### config.mk
export PLATFORM = sky130hd
export DESIGN_NAME = afu_tx_guard
export DESIGN_NICKNAME = d
export VERILOG_FILES = /design/src/hw/prot_chk_pkg.sv /design/src/hw/afu_tx_guard.sv /design/src/hw/prot_chk_csr.sv /design/src/hw/tlp_hdr_decoder.sv /design/src/hw/tlp_rule_checker.sv /design/src/hw/tx_traffic_gate.sv
export VERILOG_INCLUDE_DIRS = /design/src /design/src/hw
export SDC_FILE = /design/constraint.sdc
export NUM_CORES = 1
export LEC_CHECK = 0
export BUFFER_PORTS_ARGS = -buffer_cell sky130_fd_sc_hd__buf_2
export CORE_MARGIN = 2
export CORE_UTILIZATION = 34
export CTS_BUF_LIST = sky130_fd_sc_hd__clkbuf_16
export CTS_CLUSTER_SIZE = 30
export DETAILED_ROUTE_END_ITERATION = 7
export PLACE_DENSITY = 0.61
export REMOVE_ABC_BUFFERS = 1
export SYNTH_ARGS = -nofsm -noshare
export SYNTH_HDL_FRONTEND = slang
export SYNTH_SLANG_ARGS = --single-unit
### constraint.sdc
create_clock -name clk -period 6.21 [get_ports clk]
set_input_delay 1.242 -clock clk [delete_from_list [all_inputs] [get_ports clk]]
set_output_delay 1.242 -clock clk [all_outputs]
set_load 0.02 [all_outputs]
### src/hw/prot_chk_consts.svh
// Constants for the transmit protocol guard
// Widths, format/type codes, protocol limits and register offsets
`ifndef PROT_CHK_CONSTS_SVH
`define PROT_CHK_CONSTS_SVH

// Datapath and field widths
`define PC_DATA_W            64
`define PC_LEN_W             24   // Byte length
`define PC_TAG_W             10
`define PC_PU_LEN_W          10   // PU length field, in dwords
`define PC_PU_ZERO_LEN_BYTES 4096 // PU length of zero means 1024 DW

// Format/type codes
`define PC_FMT_DM_WR 8'h60
`define PC_FMT_DM_RD 8'h20
`define PC_FMT_M_WR  8'h40 // PU only
`define PC_FMT_M_RD  8'h00 // PU only
`define PC_FMT_CPLD  8'h4a

// Protocol limits
`define PC_MAX_PLD_BYTES    512
`define PC_MAX_RD_REQ_BYTES 512
`define PC_MAX_TAGS         96

// APB register map
`define PC_APB_AW     8
`define PC_REG_STATUS 8'h00
`define PC_REG_CLEAR  8'h04
`define PC_REG_HDR_LO 8'h08
`define PC_REG_HDR_HI 8'h0c

`endif

### src/hw/prot_chk_pkg.sv
// Header layouts and error vector type for the transmit guard
// One 64-bit header word, read as PU or DM layout
`include "prot_chk_consts.svh"

package prot_chk_pkg;

   // PU request header, length counted in dwords
   typedef struct packed {
      logic [7:0]              fmt_type;  // 63:56
      logic [13:0]             rsvd_hi;
      logic [`PC_PU_LEN_W-1:0] length;    // 41:32
      logic [`PC_TAG_W-1:0]    tag;       // 31:22
      logic [21:0]             rsvd_lo;
   } t_pu_hdr;

   // DM request header, length counted in bytes
   typedef struct packed {
      logic [7:0]           fmt_type;     // 63:56
      logic [`PC_LEN_W-1:0] length;       // 55:32
      logic [`PC_TAG_W-1:0] tag;          // 31:22
      logic [21:0]          rsvd;
   } t_dm_hdr;

   // Same header beat, decoded per sideband mode bit
   typedef union packed {
      t_pu_hdr pu;
      t_dm_hdr dm;
   } t_tlp_hdr;

   typedef struct packed {
      logic malformed;
      logic max_payload;
      logic max_rd_req;
      logic max_tag;                      // Bit 0
   } t_err_vec;

endpackage

### src/hw/afu_tx_guard.sv
// Top level of the accelerator transmit guard
// Decoder, rule checker, traffic gate and APB registers
`timescale 1ns/1ps
`include "prot_chk_consts.svh"

module afu_tx_guard (
   input  logic                  clk,
   input  logic                  rst_n,
   // Accelerator stream
   input  logic                  i_tx_valid,
   output logic                  o_tx_ready,
   input  logic [`PC_DATA_W-1:0] i_tx_data,
   input  logic                  i_tx_last,
   input  logic                  i_tx_pu_mode,
   // Host stream
   output logic                  o_host_valid,
   input  logic                  i_host_ready,
   output logic [`PC_DATA_W-1:0] o_host_data,
   output logic                  o_host_last,
   // APB
   input  logic                  i_psel,
   input  logic                  i_penable,
   input  logic                  i_pwrite,
   input  logic [`PC_APB_AW-1:0] i_paddr,
   input  logic [31:0]           i_pwdata,
   output logic [31:0]           o_prdata
);

   import prot_chk_pkg::*;

   logic                  hdr_strobe;
   t_tlp_hdr              hdr;
   logic [`PC_LEN_W-1:0]  len_bytes;
   logic [`PC_TAG_W-1:0]  tag;
   logic                  is_wr;
   logic                  is_rd;
   logic                  fmt_known;
   t_err_vec              err_vec;
   logic [`PC_DATA_W-1:0] err_hdr;
   logic                  blocking;
   logic                  clear;

   tlp_hdr_decoder u_decoder (
      .clk          (clk),
      .rst_n        (rst_n),
      .i_tx_valid   (i_tx_valid),
      .i_tx_ready   (o_tx_ready),
      .i_tx_last    (i_tx_last),
      .i_tx_pu_mode (i_tx_pu_mode),
      .i_tx_data    (i_tx_data),
      .o_hdr_strobe (hdr_strobe),
      .o_hdr        (hdr),
      .o_len_bytes  (len_bytes),
      .o_tag        (tag),
      .o_is_wr      (is_wr),
      .o_is_rd      (is_rd),
      .o_fmt_known  (fmt_known)
   );

   tlp_rule_checker u_checker (
      .clk          (clk),
      .rst_n        (rst_n),
      .i_hdr_strobe (hdr_strobe),
      .i_hdr        (hdr),
      .i_len_bytes  (len_bytes),
      .i_tag        (tag),
      .i_is_wr      (is_wr),
      .i_is_rd      (is_rd),
      .i_fmt_known  (fmt_known),
      .o_err_vec    (err_vec),
      .o_err_hdr    (err_hdr)
   );

   tx_traffic_gate u_gate (
      .clk          (clk),
      .rst_n        (rst_n),
      .i_tx_valid   (i_tx_valid),
      .o_tx_ready   (o_tx_ready),
      .i_tx_data    (i_tx_data),
      .i_tx_last    (i_tx_last),
      .i_err_vec    (err_vec),
      .i_clear      (clear),
      .o_blocking   (blocking),
      .o_host_valid (o_host_valid),
      .i_host_ready (i_host_ready),
      .o_host_data  (o_host_data),
      .o_host_last  (o_host_last)
   );

   prot_chk_csr u_csr (
      .clk          (clk),
      .rst_n        (rst_n),
      .i_psel       (i_psel),
      .i_penable    (i_penable),
      .i_pwrite     (i_pwrite),
      .i_paddr      (i_paddr),
      .i_pwdata     (i_pwdata),
      .o_prdata     (o_prdata),
      .i_err_vec    (err_vec),
      .i_err_hdr    (err_hdr),
      .i_blocking   (blocking),
      .o_clear      (clear)
   );

endmodule

### src/hw/prot_chk_csr.sv
// APB register block for the transmit guard
// Sticky error status, first-error header capture and clear pulse
`timescale 1ns/1ps
`include "prot_chk_consts.svh"

module prot_chk_csr (
   input  logic                   clk,
   input  logic                   rst_n,
   input  logic                   i_psel,
   input  logic                   i_penable,
   input  logic                   i_pwrite,
   input  logic [`PC_APB_AW-1:0]  i_paddr,
   input  logic [31:0]            i_pwdata,
   output logic [31:0]            o_prdata,
   input  prot_chk_pkg::t_err_vec i_err_vec,
   input  logic [`PC_DATA_W-1:0]  i_err_hdr,
   input  logic                   i_blocking,
   output logic                   o_clear
);

   import prot_chk_pkg::*;

   t_err_vec              err_sticky;
   logic [`PC_DATA_W-1:0] err_hdr;
   logic                  wr_acc;
   logic                  rd_acc;
   logic                  clear_wr;

   // Access phase only, no wait states
   assign wr_acc   = i_psel & i_penable & i_pwrite;
   assign rd_acc   = i_psel & i_penable & ~i_pwrite;
   assign clear_wr = wr_acc & (i_paddr == `PC_REG_CLEAR);  // Data value is ignored

   always_ff @(posedge clk) begin
      if (!rst_n) begin
         err_sticky <= '0;
         err_hdr    <= '0;
         o_clear    <= 1'b0;
      end else begin
         o_clear <= clear_wr;
         if (clear_wr) begin
            err_sticky <= '0;
            err_hdr    <= '0;
         end else begin
            err_sticky <= err_sticky | i_err_vec;
            // Only the first error header is kept
            if ((err_sticky == '0) && (|i_err_vec)) err_hdr <= i_err_hdr;
         end
      end
   end

   // ########################################
   // Read mux
   // ########################################
   always_comb begin
      o_prdata = '0;
      if (rd_acc) begin
         case (i_paddr)
            `PC_REG_STATUS: o_prdata = {i_blocking, 27'd0, err_sticky};
            `PC_REG_HDR_LO: o_prdata = err_hdr[31:0];
            `PC_REG_HDR_HI: o_prdata = err_hdr[63:32];
            default:        o_prdata = '0;   // CLEAR reads as zero
         endcase
      end
   end

   a_clear_pulse : assert property (@(posedge clk) disable iff (!rst_n)
      $rose(o_clear) |=> !o_clear);

endmodule

### src/hw/tlp_hdr_decoder.sv
// TLP frame tracking and header decode
// Maps PU or DM header layout onto common fields
`timescale 1ns/1ps
`include "prot_chk_consts.svh"

module tlp_hdr_decoder (
   input  logic                   clk,
   input  logic                   rst_n,
   input  logic                   i_tx_valid,
   input  logic                   i_tx_ready,
   input  logic                   i_tx_last,
   input  logic                   i_tx_pu_mode,
   input  logic [`PC_DATA_W-1:0]  i_tx_data,
   output logic                   o_hdr_strobe,
   output prot_chk_pkg::t_tlp_hdr o_hdr,
   output logic [`PC_LEN_W-1:0]   o_len_bytes,
   output logic [`PC_TAG_W-1:0]   o_tag,
   output logic                   o_is_wr,
   output logic                   o_is_rd,
   output logic                   o_fmt_known
);

   localparam logic [`PC_LEN_W-1:0] PU_ZERO_LEN = `PC_PU_ZERO_LEN_BYTES;

   logic       tx_xfer;
   logic       in_tlp;   // Header already seen, waiting for last
   logic [7:0] fmt;

   assign tx_xfer      = i_tx_valid & i_tx_ready;
   assign o_hdr_strobe = tx_xfer & ~in_tlp;

   always_ff @(posedge clk) begin
      if (!rst_n) begin
         in_tlp <= 1'b0;
      end else if (tx_xfer) begin
         in_tlp <= ~i_tx_last;
      end
   end

   assign o_hdr = i_tx_data;
   assign fmt   = o_hdr.pu.fmt_type;       // Same position in both layouts
   assign o_tag = o_hdr.pu.tag;            // Tag sits at 31:22 in both layouts

   always_comb begin
      if (i_tx_pu_mode) begin
         // Dwords to bytes
         if (o_hdr.pu.length == '0) o_len_bytes = PU_ZERO_LEN;
         else o_len_bytes = {{(`PC_LEN_W-`PC_PU_LEN_W-2){1'b0}}, o_hdr.pu.length, 2'b00};
      end else begin
         o_len_bytes = o_hdr.dm.length;
      end
   end

   // M_WR and M_RD only legal in PU mode
   assign o_is_wr     = (fmt == `PC_FMT_DM_WR) | (i_tx_pu_mode & (fmt == `PC_FMT_M_WR));
   assign o_is_rd     = (fmt == `PC_FMT_DM_RD) | (i_tx_pu_mode & (fmt == `PC_FMT_M_RD));
   assign o_fmt_known = o_is_wr | o_is_rd | (fmt == `PC_FMT_CPLD);

   // Stalled beat is held by the accelerator until it transfers
   a_tx_hold : assert property (@(posedge clk) disable iff (!rst_n)
      i_tx_valid && !i_tx_ready |=> i_tx_valid && $stable(i_tx_data) && $stable(i_tx_last));

endmodule

### src/hw/tlp_rule_checker.sv
// Header rule checks
// Malformed, max payload, max read request and tag range, registered
`timescale 1ns/1ps
`include "prot_chk_consts.svh"

module tlp_rule_checker (
   input  logic                   clk,
   input  logic                   rst_n,
   input  logic                   i_hdr_strobe,
   input  prot_chk_pkg::t_tlp_hdr i_hdr,
   input  logic [`PC_LEN_W-1:0]   i_len_bytes,
   input  logic [`PC_TAG_W-1:0]   i_tag,
   input  logic                   i_is_wr,
   input  logic                   i_is_rd,
   input  logic                   i_fmt_known,
   output prot_chk_pkg::t_err_vec o_err_vec,
   output logic [`PC_DATA_W-1:0]  o_err_hdr
);

   logic pld_too_big;
   logic rd_too_big;
   logic tag_bad;

   assign pld_too_big = i_is_wr & (i_len_bytes > `PC_MAX_PLD_BYTES);
   assign rd_too_big  = i_is_rd & (i_len_bytes > `PC_MAX_RD_REQ_BYTES);
   assign tag_bad     = i_is_rd & (i_tag >= `PC_MAX_TAGS);  // Tags only matter on reads

   // Vector is high for one cycle only, lined up with gate stage 1
   always_ff @(posedge clk) begin
      if (!rst_n) begin
         o_err_vec <= '0;
      end else begin
         o_err_vec <= '0;
         if (i_hdr_strobe) begin
            o_err_vec.malformed   <= ~i_fmt_known;
            o_err_vec.max_payload <= pld_too_big;
            o_err_vec.max_rd_req  <= rd_too_big;
            o_err_vec.max_tag     <= tag_bad;
         end
      end
   end

   always_ff @(posedge clk) begin
      if (i_hdr_strobe) o_err_hdr <= i_hdr;
   end

endmodule

### src/hw/tx_traffic_gate.sv
// Two-stage transmit pipeline
// Drops errored TLPs and blocks all traffic until cleared
`timescale 1ns/1ps
`include "prot_chk_consts.svh"

module tx_traffic_gate (
   input  logic                   clk,
   input  logic                   rst_n,
   input  logic                   i_tx_valid,
   output logic                   o_tx_ready,
   input  logic [`PC_DATA_W-1:0]  i_tx_data,
   input  logic                   i_tx_last,
   input  prot_chk_pkg::t_err_vec i_err_vec,
   input  logic                   i_clear,
   output logic                   o_blocking,
   output logic                   o_host_valid,
   input  logic                   i_host_ready,
   output logic [`PC_DATA_W-1:0]  o_host_data,
   output logic                   o_host_last
);

   logic                  s0_valid;
   logic [`PC_DATA_W-1:0] s0_data;
   logic                  s0_last;
   logic                  s0_drop;   // Errored header sits in stage 0
   logic                  s0_adv;
   logic                  s0_load;
   logic                  s1_free;
   logic                  tx_xfer;
   logic                  in_tlp;    // Input side is mid-TLP
   logic                  clr_pend;
   logic                  at_boundary;
   logic                  release_blk;

   // ########################################
   // Handshake and stage control
   // ########################################
   assign s1_free    = ~o_host_valid | i_host_ready;
   assign s0_drop    = s0_valid & (|i_err_vec);
   assign s0_adv     = s0_valid & ~s0_drop & s1_free;
   assign o_tx_ready = o_blocking | ~s0_valid | s0_drop | s1_free;
   assign tx_xfer    = i_tx_valid & o_tx_ready;

   // While blocking, or when the header ahead is dropped, beats are eaten
   assign s0_load = tx_xfer & ~o_blocking & ~s0_drop;

   // Release only between TLPs, so no partial TLP leaks out
   assign at_boundary = tx_xfer ? i_tx_last : ~in_tlp;
   assign release_blk = o_blocking & (i_clear | clr_pend) & at_boundary;

   always_ff @(posedge clk) begin
      if (!rst_n) begin
         s0_valid     <= 1'b0;
         o_host_valid <= 1'b0;
         in_tlp       <= 1'b0;
         o_blocking   <= 1'b0;
         clr_pend     <= 1'b0;
      end else begin
         if (s0_load) s0_valid <= 1'b1;
         else if (s0_adv | s0_drop) s0_valid <= 1'b0;

         if (s0_adv) o_host_valid <= 1'b1;
         else if (i_host_ready) o_host_valid <= 1'b0;

         if (tx_xfer) in_tlp <= ~i_tx_last;

         if (s0_drop) o_blocking <= 1'b1;
         else if (release_blk) o_blocking <= 1'b0;

         // Clear that arrives mid-TLP waits for the last beat
         if (~o_blocking | release_blk) clr_pend <= 1'b0;
         else if (i_clear) clr_pend <= 1'b1;
      end
   end

   // ########################################
   // Datapath
   // ########################################
   always_ff @(posedge clk) begin
      if (s0_load) begin
         s0_data <= i_tx_data;
         s0_last <= i_tx_last;
      end
      if (s0_adv) begin
         o_host_data <= s0_data;
         o_host_last <= s0_last;
      end
   end

   a_host_hold : assert property (@(posedge clk) disable iff (!rst_n)
      o_host_valid && !i_host_ready |=> o_host_valid && $stable(o_host_data));

endmodule
==> results.sh <==
export IMPL_relSlewSlack_pct=30.8
export IMPL_path_max_fanout=32
export IMPL_routed_wl_mm=20.8
export IMPL_dp_slack_ps=1320
export IMPL_cts_root_buf="clkbuf_16"
export IMPL_syn_cell_area_um2=9210
export IMPL_p_seq_share_pct=54.2
export IMPL_cts_resized=0
export IMPL_status="finished clean"
export IMPL_mostFrequentLayoutCell="edfxtp_1"
export IMPL_hold_start="u_gate.s0_data[33]"
export IMPL_drt_pass1_iterations=5
export IMPL_overflow=0
export IMPL_power_clock_fraction_pct=40.5
export IMPL_num_io_pins=212
export IMPL_coreArea_um2=26800
export IMPL_crit_top_cell="buf_2"
export IMPL_final_hold_viol_count=0
export IMPL_ys_warn_count=0
export IMPL_num_antenna_cells=0
export IMPL_met2_usage_pct=24.2
export IMPL_post_cts_buffers=0
export IMPL_drv_slew=0
export IMPL_r2r_start="u_checker.o_err_vec[1]"
export IMPL_worstPathCellList="buf_2, or4_4, or3_4, or3_2, nor2_1, buf_2"
export IMPL_required_ps=4970
export IMPL_place_gp_congestion=0.723
export IMPL_comb_power_share_pct=5.4
export IMPL_fmax_mhz=206
export IMPL_initial_core_util_pct=34.4
export IMPL_area_growth_synth_to_final_pct=23.5
export IMPL_hold_path_depth=0
export IMPL_clock_tree_buffer_depth=3
export IMPL_syn_avg_cell_area_um2=14.3
export IMPL_p_leak_nw=4.15
export IMPL_vias_per_cell=4.70
export IMPL_whs_endpoint="u_gate.o_host_data[33]"
export IMPL_vdd_drop_max_mv=0.220
export IMPL_grt_pass1_vias=5542
export IMPL_cts_sinks=272
export IMPL_cpMaxStageDelayCell="or3_2"
export IMPL_grt_pass1_wl_mm=31.7
export IMPL_power_switching_w=0.000854
export IMPL_fin_crit_ps=4860
export IMPL_die_w_um=169
export IMPL_rsz0062_at_grt="no"
export IMPL_use_met1_pct=19.1
export IMPL_synth_seq_area_share_pct=80.2
export IMPL_routedWlPerCell_um=17.4
export IMPL_dieArea_um2=28400
export IMPL_post_route_period_util_pct=78.2
export IMPL_finalWorstSetupSlack_ps=1350
export IMPL_postSynthCellCount=645
export IMPL_switching_share_pct=22.1
export IMPL_cts_inserted_buffers=29
export IMPL_skew_ps=9.97
export IMPL_hold_path_class="reg2reg"
export IMPL_path_delay_family="simple AND/OR/NAND/NOR gates"
export IMPL_grt_busiest_layer="met2"
export IMPL_ys_seq_elements=272
export IMPL_fill_cells=2497
export IMPL_yosys_cell_types_count=38
export IMPL_cp_slowest_stage_delay_ps=810
export IMPL_h_tree_depth=1
export IMPL_reg2reg_slack_ps=3610
export IMPL_max_cap_violations=0
export IMPL_cp_arrival_ps=3620
export IMPL_criticalPathCategory="in2out"
export IMPL_clock_latency_ps=530
export IMPL_r2r_cells=4
export IMPL_portBuffers=179
export IMPL_worst_slew_pin_slew_ps=1040
export IMPL_antenna_found_initial=2
export IMPL_r2r_end="u_gate.o_host_data[49]"
export IMPL_finalSetupViolCount=0
export IMPL_die_h_um=169
export IMPL_clk_pin_slew_ps=60
export IMPL_drc_errors=0
export IMPL_drive_above_1_share_pct=28.7
export IMPL_cts_tree="built"
export IMPL_cts_hold_buf=0
export IMPL_p_per_area_nw_per_um2=340
export IMPL_grt_start_max_net_pins=67
export IMPL_place_hpwl_mm=13.2
export IMPL_power_total_w=0.00386
export IMPL_use_met3_pct=3.46
export IMPL_via_count=5620
export IMPL_grtUsageTotal_pct=14.5
export IMPL_startpoint_type="input port"
export IMPL_rows=60
export IMPL_drt_initial_drc_count=348
export IMPL_ant_nets=0
export IMPL_mostFrequentLayoutCells="edfxtp_1, buf_2, nand2_1, dfxtp_1, a21oi_1"
export IMPL_cp_buffers_inverters=2
export IMPL_nets=946
export IMPL_internal_power_w=0.00301
export IMPL_critPathCaptureType="output port"
[routing by layer]
| layer | vias up | routed length [um] |
|---|---|---|
| li1 | 2710 | - |
| met1 | 2714 | 9290 |
| met2 | 159 | 9890 |
| met3 | 33 | 1270 |
| met4 | 4 | 355 |
| met5 | - | 29 |
[Yosys cell counts (all sizes together)]
cell / instances / area share (%)
edfxtp: 194 / 63
nand2: 133 / 5.4
dfxtp: 78 / 17
a21oi: 72 / 3.9
nor2: 51 / 2.1
a22oi: 27 / 2.2
clkbuf: 25 / 1.0
nor3: 8 / 0.43
nor4: 8 / 0.61
buf: 6 / 0.53
mux2i: 6 / 0.65
inv: 5 / 0.20
and2: 4 / 0.27
o21ai: 4 / 0.26
nand4: 3 / 0.20
nor2b: 3 / 0.20
nor3b: 2 / 0.22
or2: 2 / 0.14
or3: 2 / 0.19
or4: 2 / 0.20
a2111oi: 1 / 0.095
a31o: 1 / 0.095
a32oi: 1 / 0.095
and3: 1 / 0.068
and4b: 1 / 0.11
nand3: 1 / 0.054
o2111a: 1 / 0.12
o211a: 1 / 0.11
o221a: 1 / 0.12
or4bb: 1 / 0.12
[through the flow]
step	hold WS (ps)	util, %	TNS (ps)	cell area, um2	std cells
after global routing	421	42.4	0	11400	1196
after global placement	400	39.2	0	10500	1143
after detailed placement	405	39.2	0	10500	1143
after floorplan	400	-	-21530	9060	614
final	416	42.4	0	11400	1196
after CTS	416	42.4	0	11400	1196
[state kept, by name (all words and copies together) (netlist names)]
register / flops
u_gate.o_host_data: 64
u_gate.o_host_valid: 1
u_gate.s0_last: 1
u_gate.s0_valid: 1
u_gate.clr_pend: 1
u_checker.o_err_hdr: 64
u_gate.in_tlp: 1
u_gate.s0_data: 64
u_gate.o_host_last: 1
u_csr.err_hdr: 64
u_gate.o_blocking: 1
u_checker.o_err_vec: 4
u_csr.err_sticky: 4
u_csr.o_clear: 1
[final cells by class]
cell class / instances / area [um2] / area share, %
multi-input combinational: 337 / 1700 / 15.0
inverter: 5 / 18.8 / 0.165
clock buffer: 29 / 726 / 6.38
timing repair buffer: 188 / 963 / 8.47
sequential: 272 / 7390 / 65.0
clock inverter: 24 / 143 / 1.25
tap: 341 / 427 / 3.75
[power by group through the flow]
stage               clock network [W]  registers, W  logic [W]
floorplan                           0       0.00216  0.0000800
global placement                    0       0.00213   0.000210
detailed placement                  0       0.00213   0.000212
CTS                           0.00161       0.00209   0.000213
global route                  0.00169       0.00210   0.000230
finish                        0.00156       0.00209   0.000207
[logic make-up after synthesis]
| family | count (synthesis) | share of synthesized area [%] |
|---|---|---|
| buffers and inverters | 36 | 1.77 |
| flip-flops | 272 | 80.2 |
| multiplexers | 6 | 0.652 |
| AO/OA/AOI/OAI | 109 | 7.01 |
| AND/OR/NAND/NOR | 222 | 10.3 |
[worst max-delay path by stage]
| stage | start | endpoint | slack [ps] | cells after the start |
|---|---|---|---|---|
| floorplan | i_host_ready | u_gate.s0_data[0] | -330 | 3 |
| global placement | i_paddr[1] | o_prdata[12] | 1310 | 6 |
| detailed placement | i_paddr[1] | o_prdata[12] | 1320 | 6 |
| CTS | i_paddr[1] | o_prdata[12] | 1320 | 6 |
| global route | i_paddr[1] | o_prdata[11] | 1230 | 6 |
| finish | i_paddr[1] | o_prdata[12] | 1350 | 6 |
(Power assumes the default switching activity.)
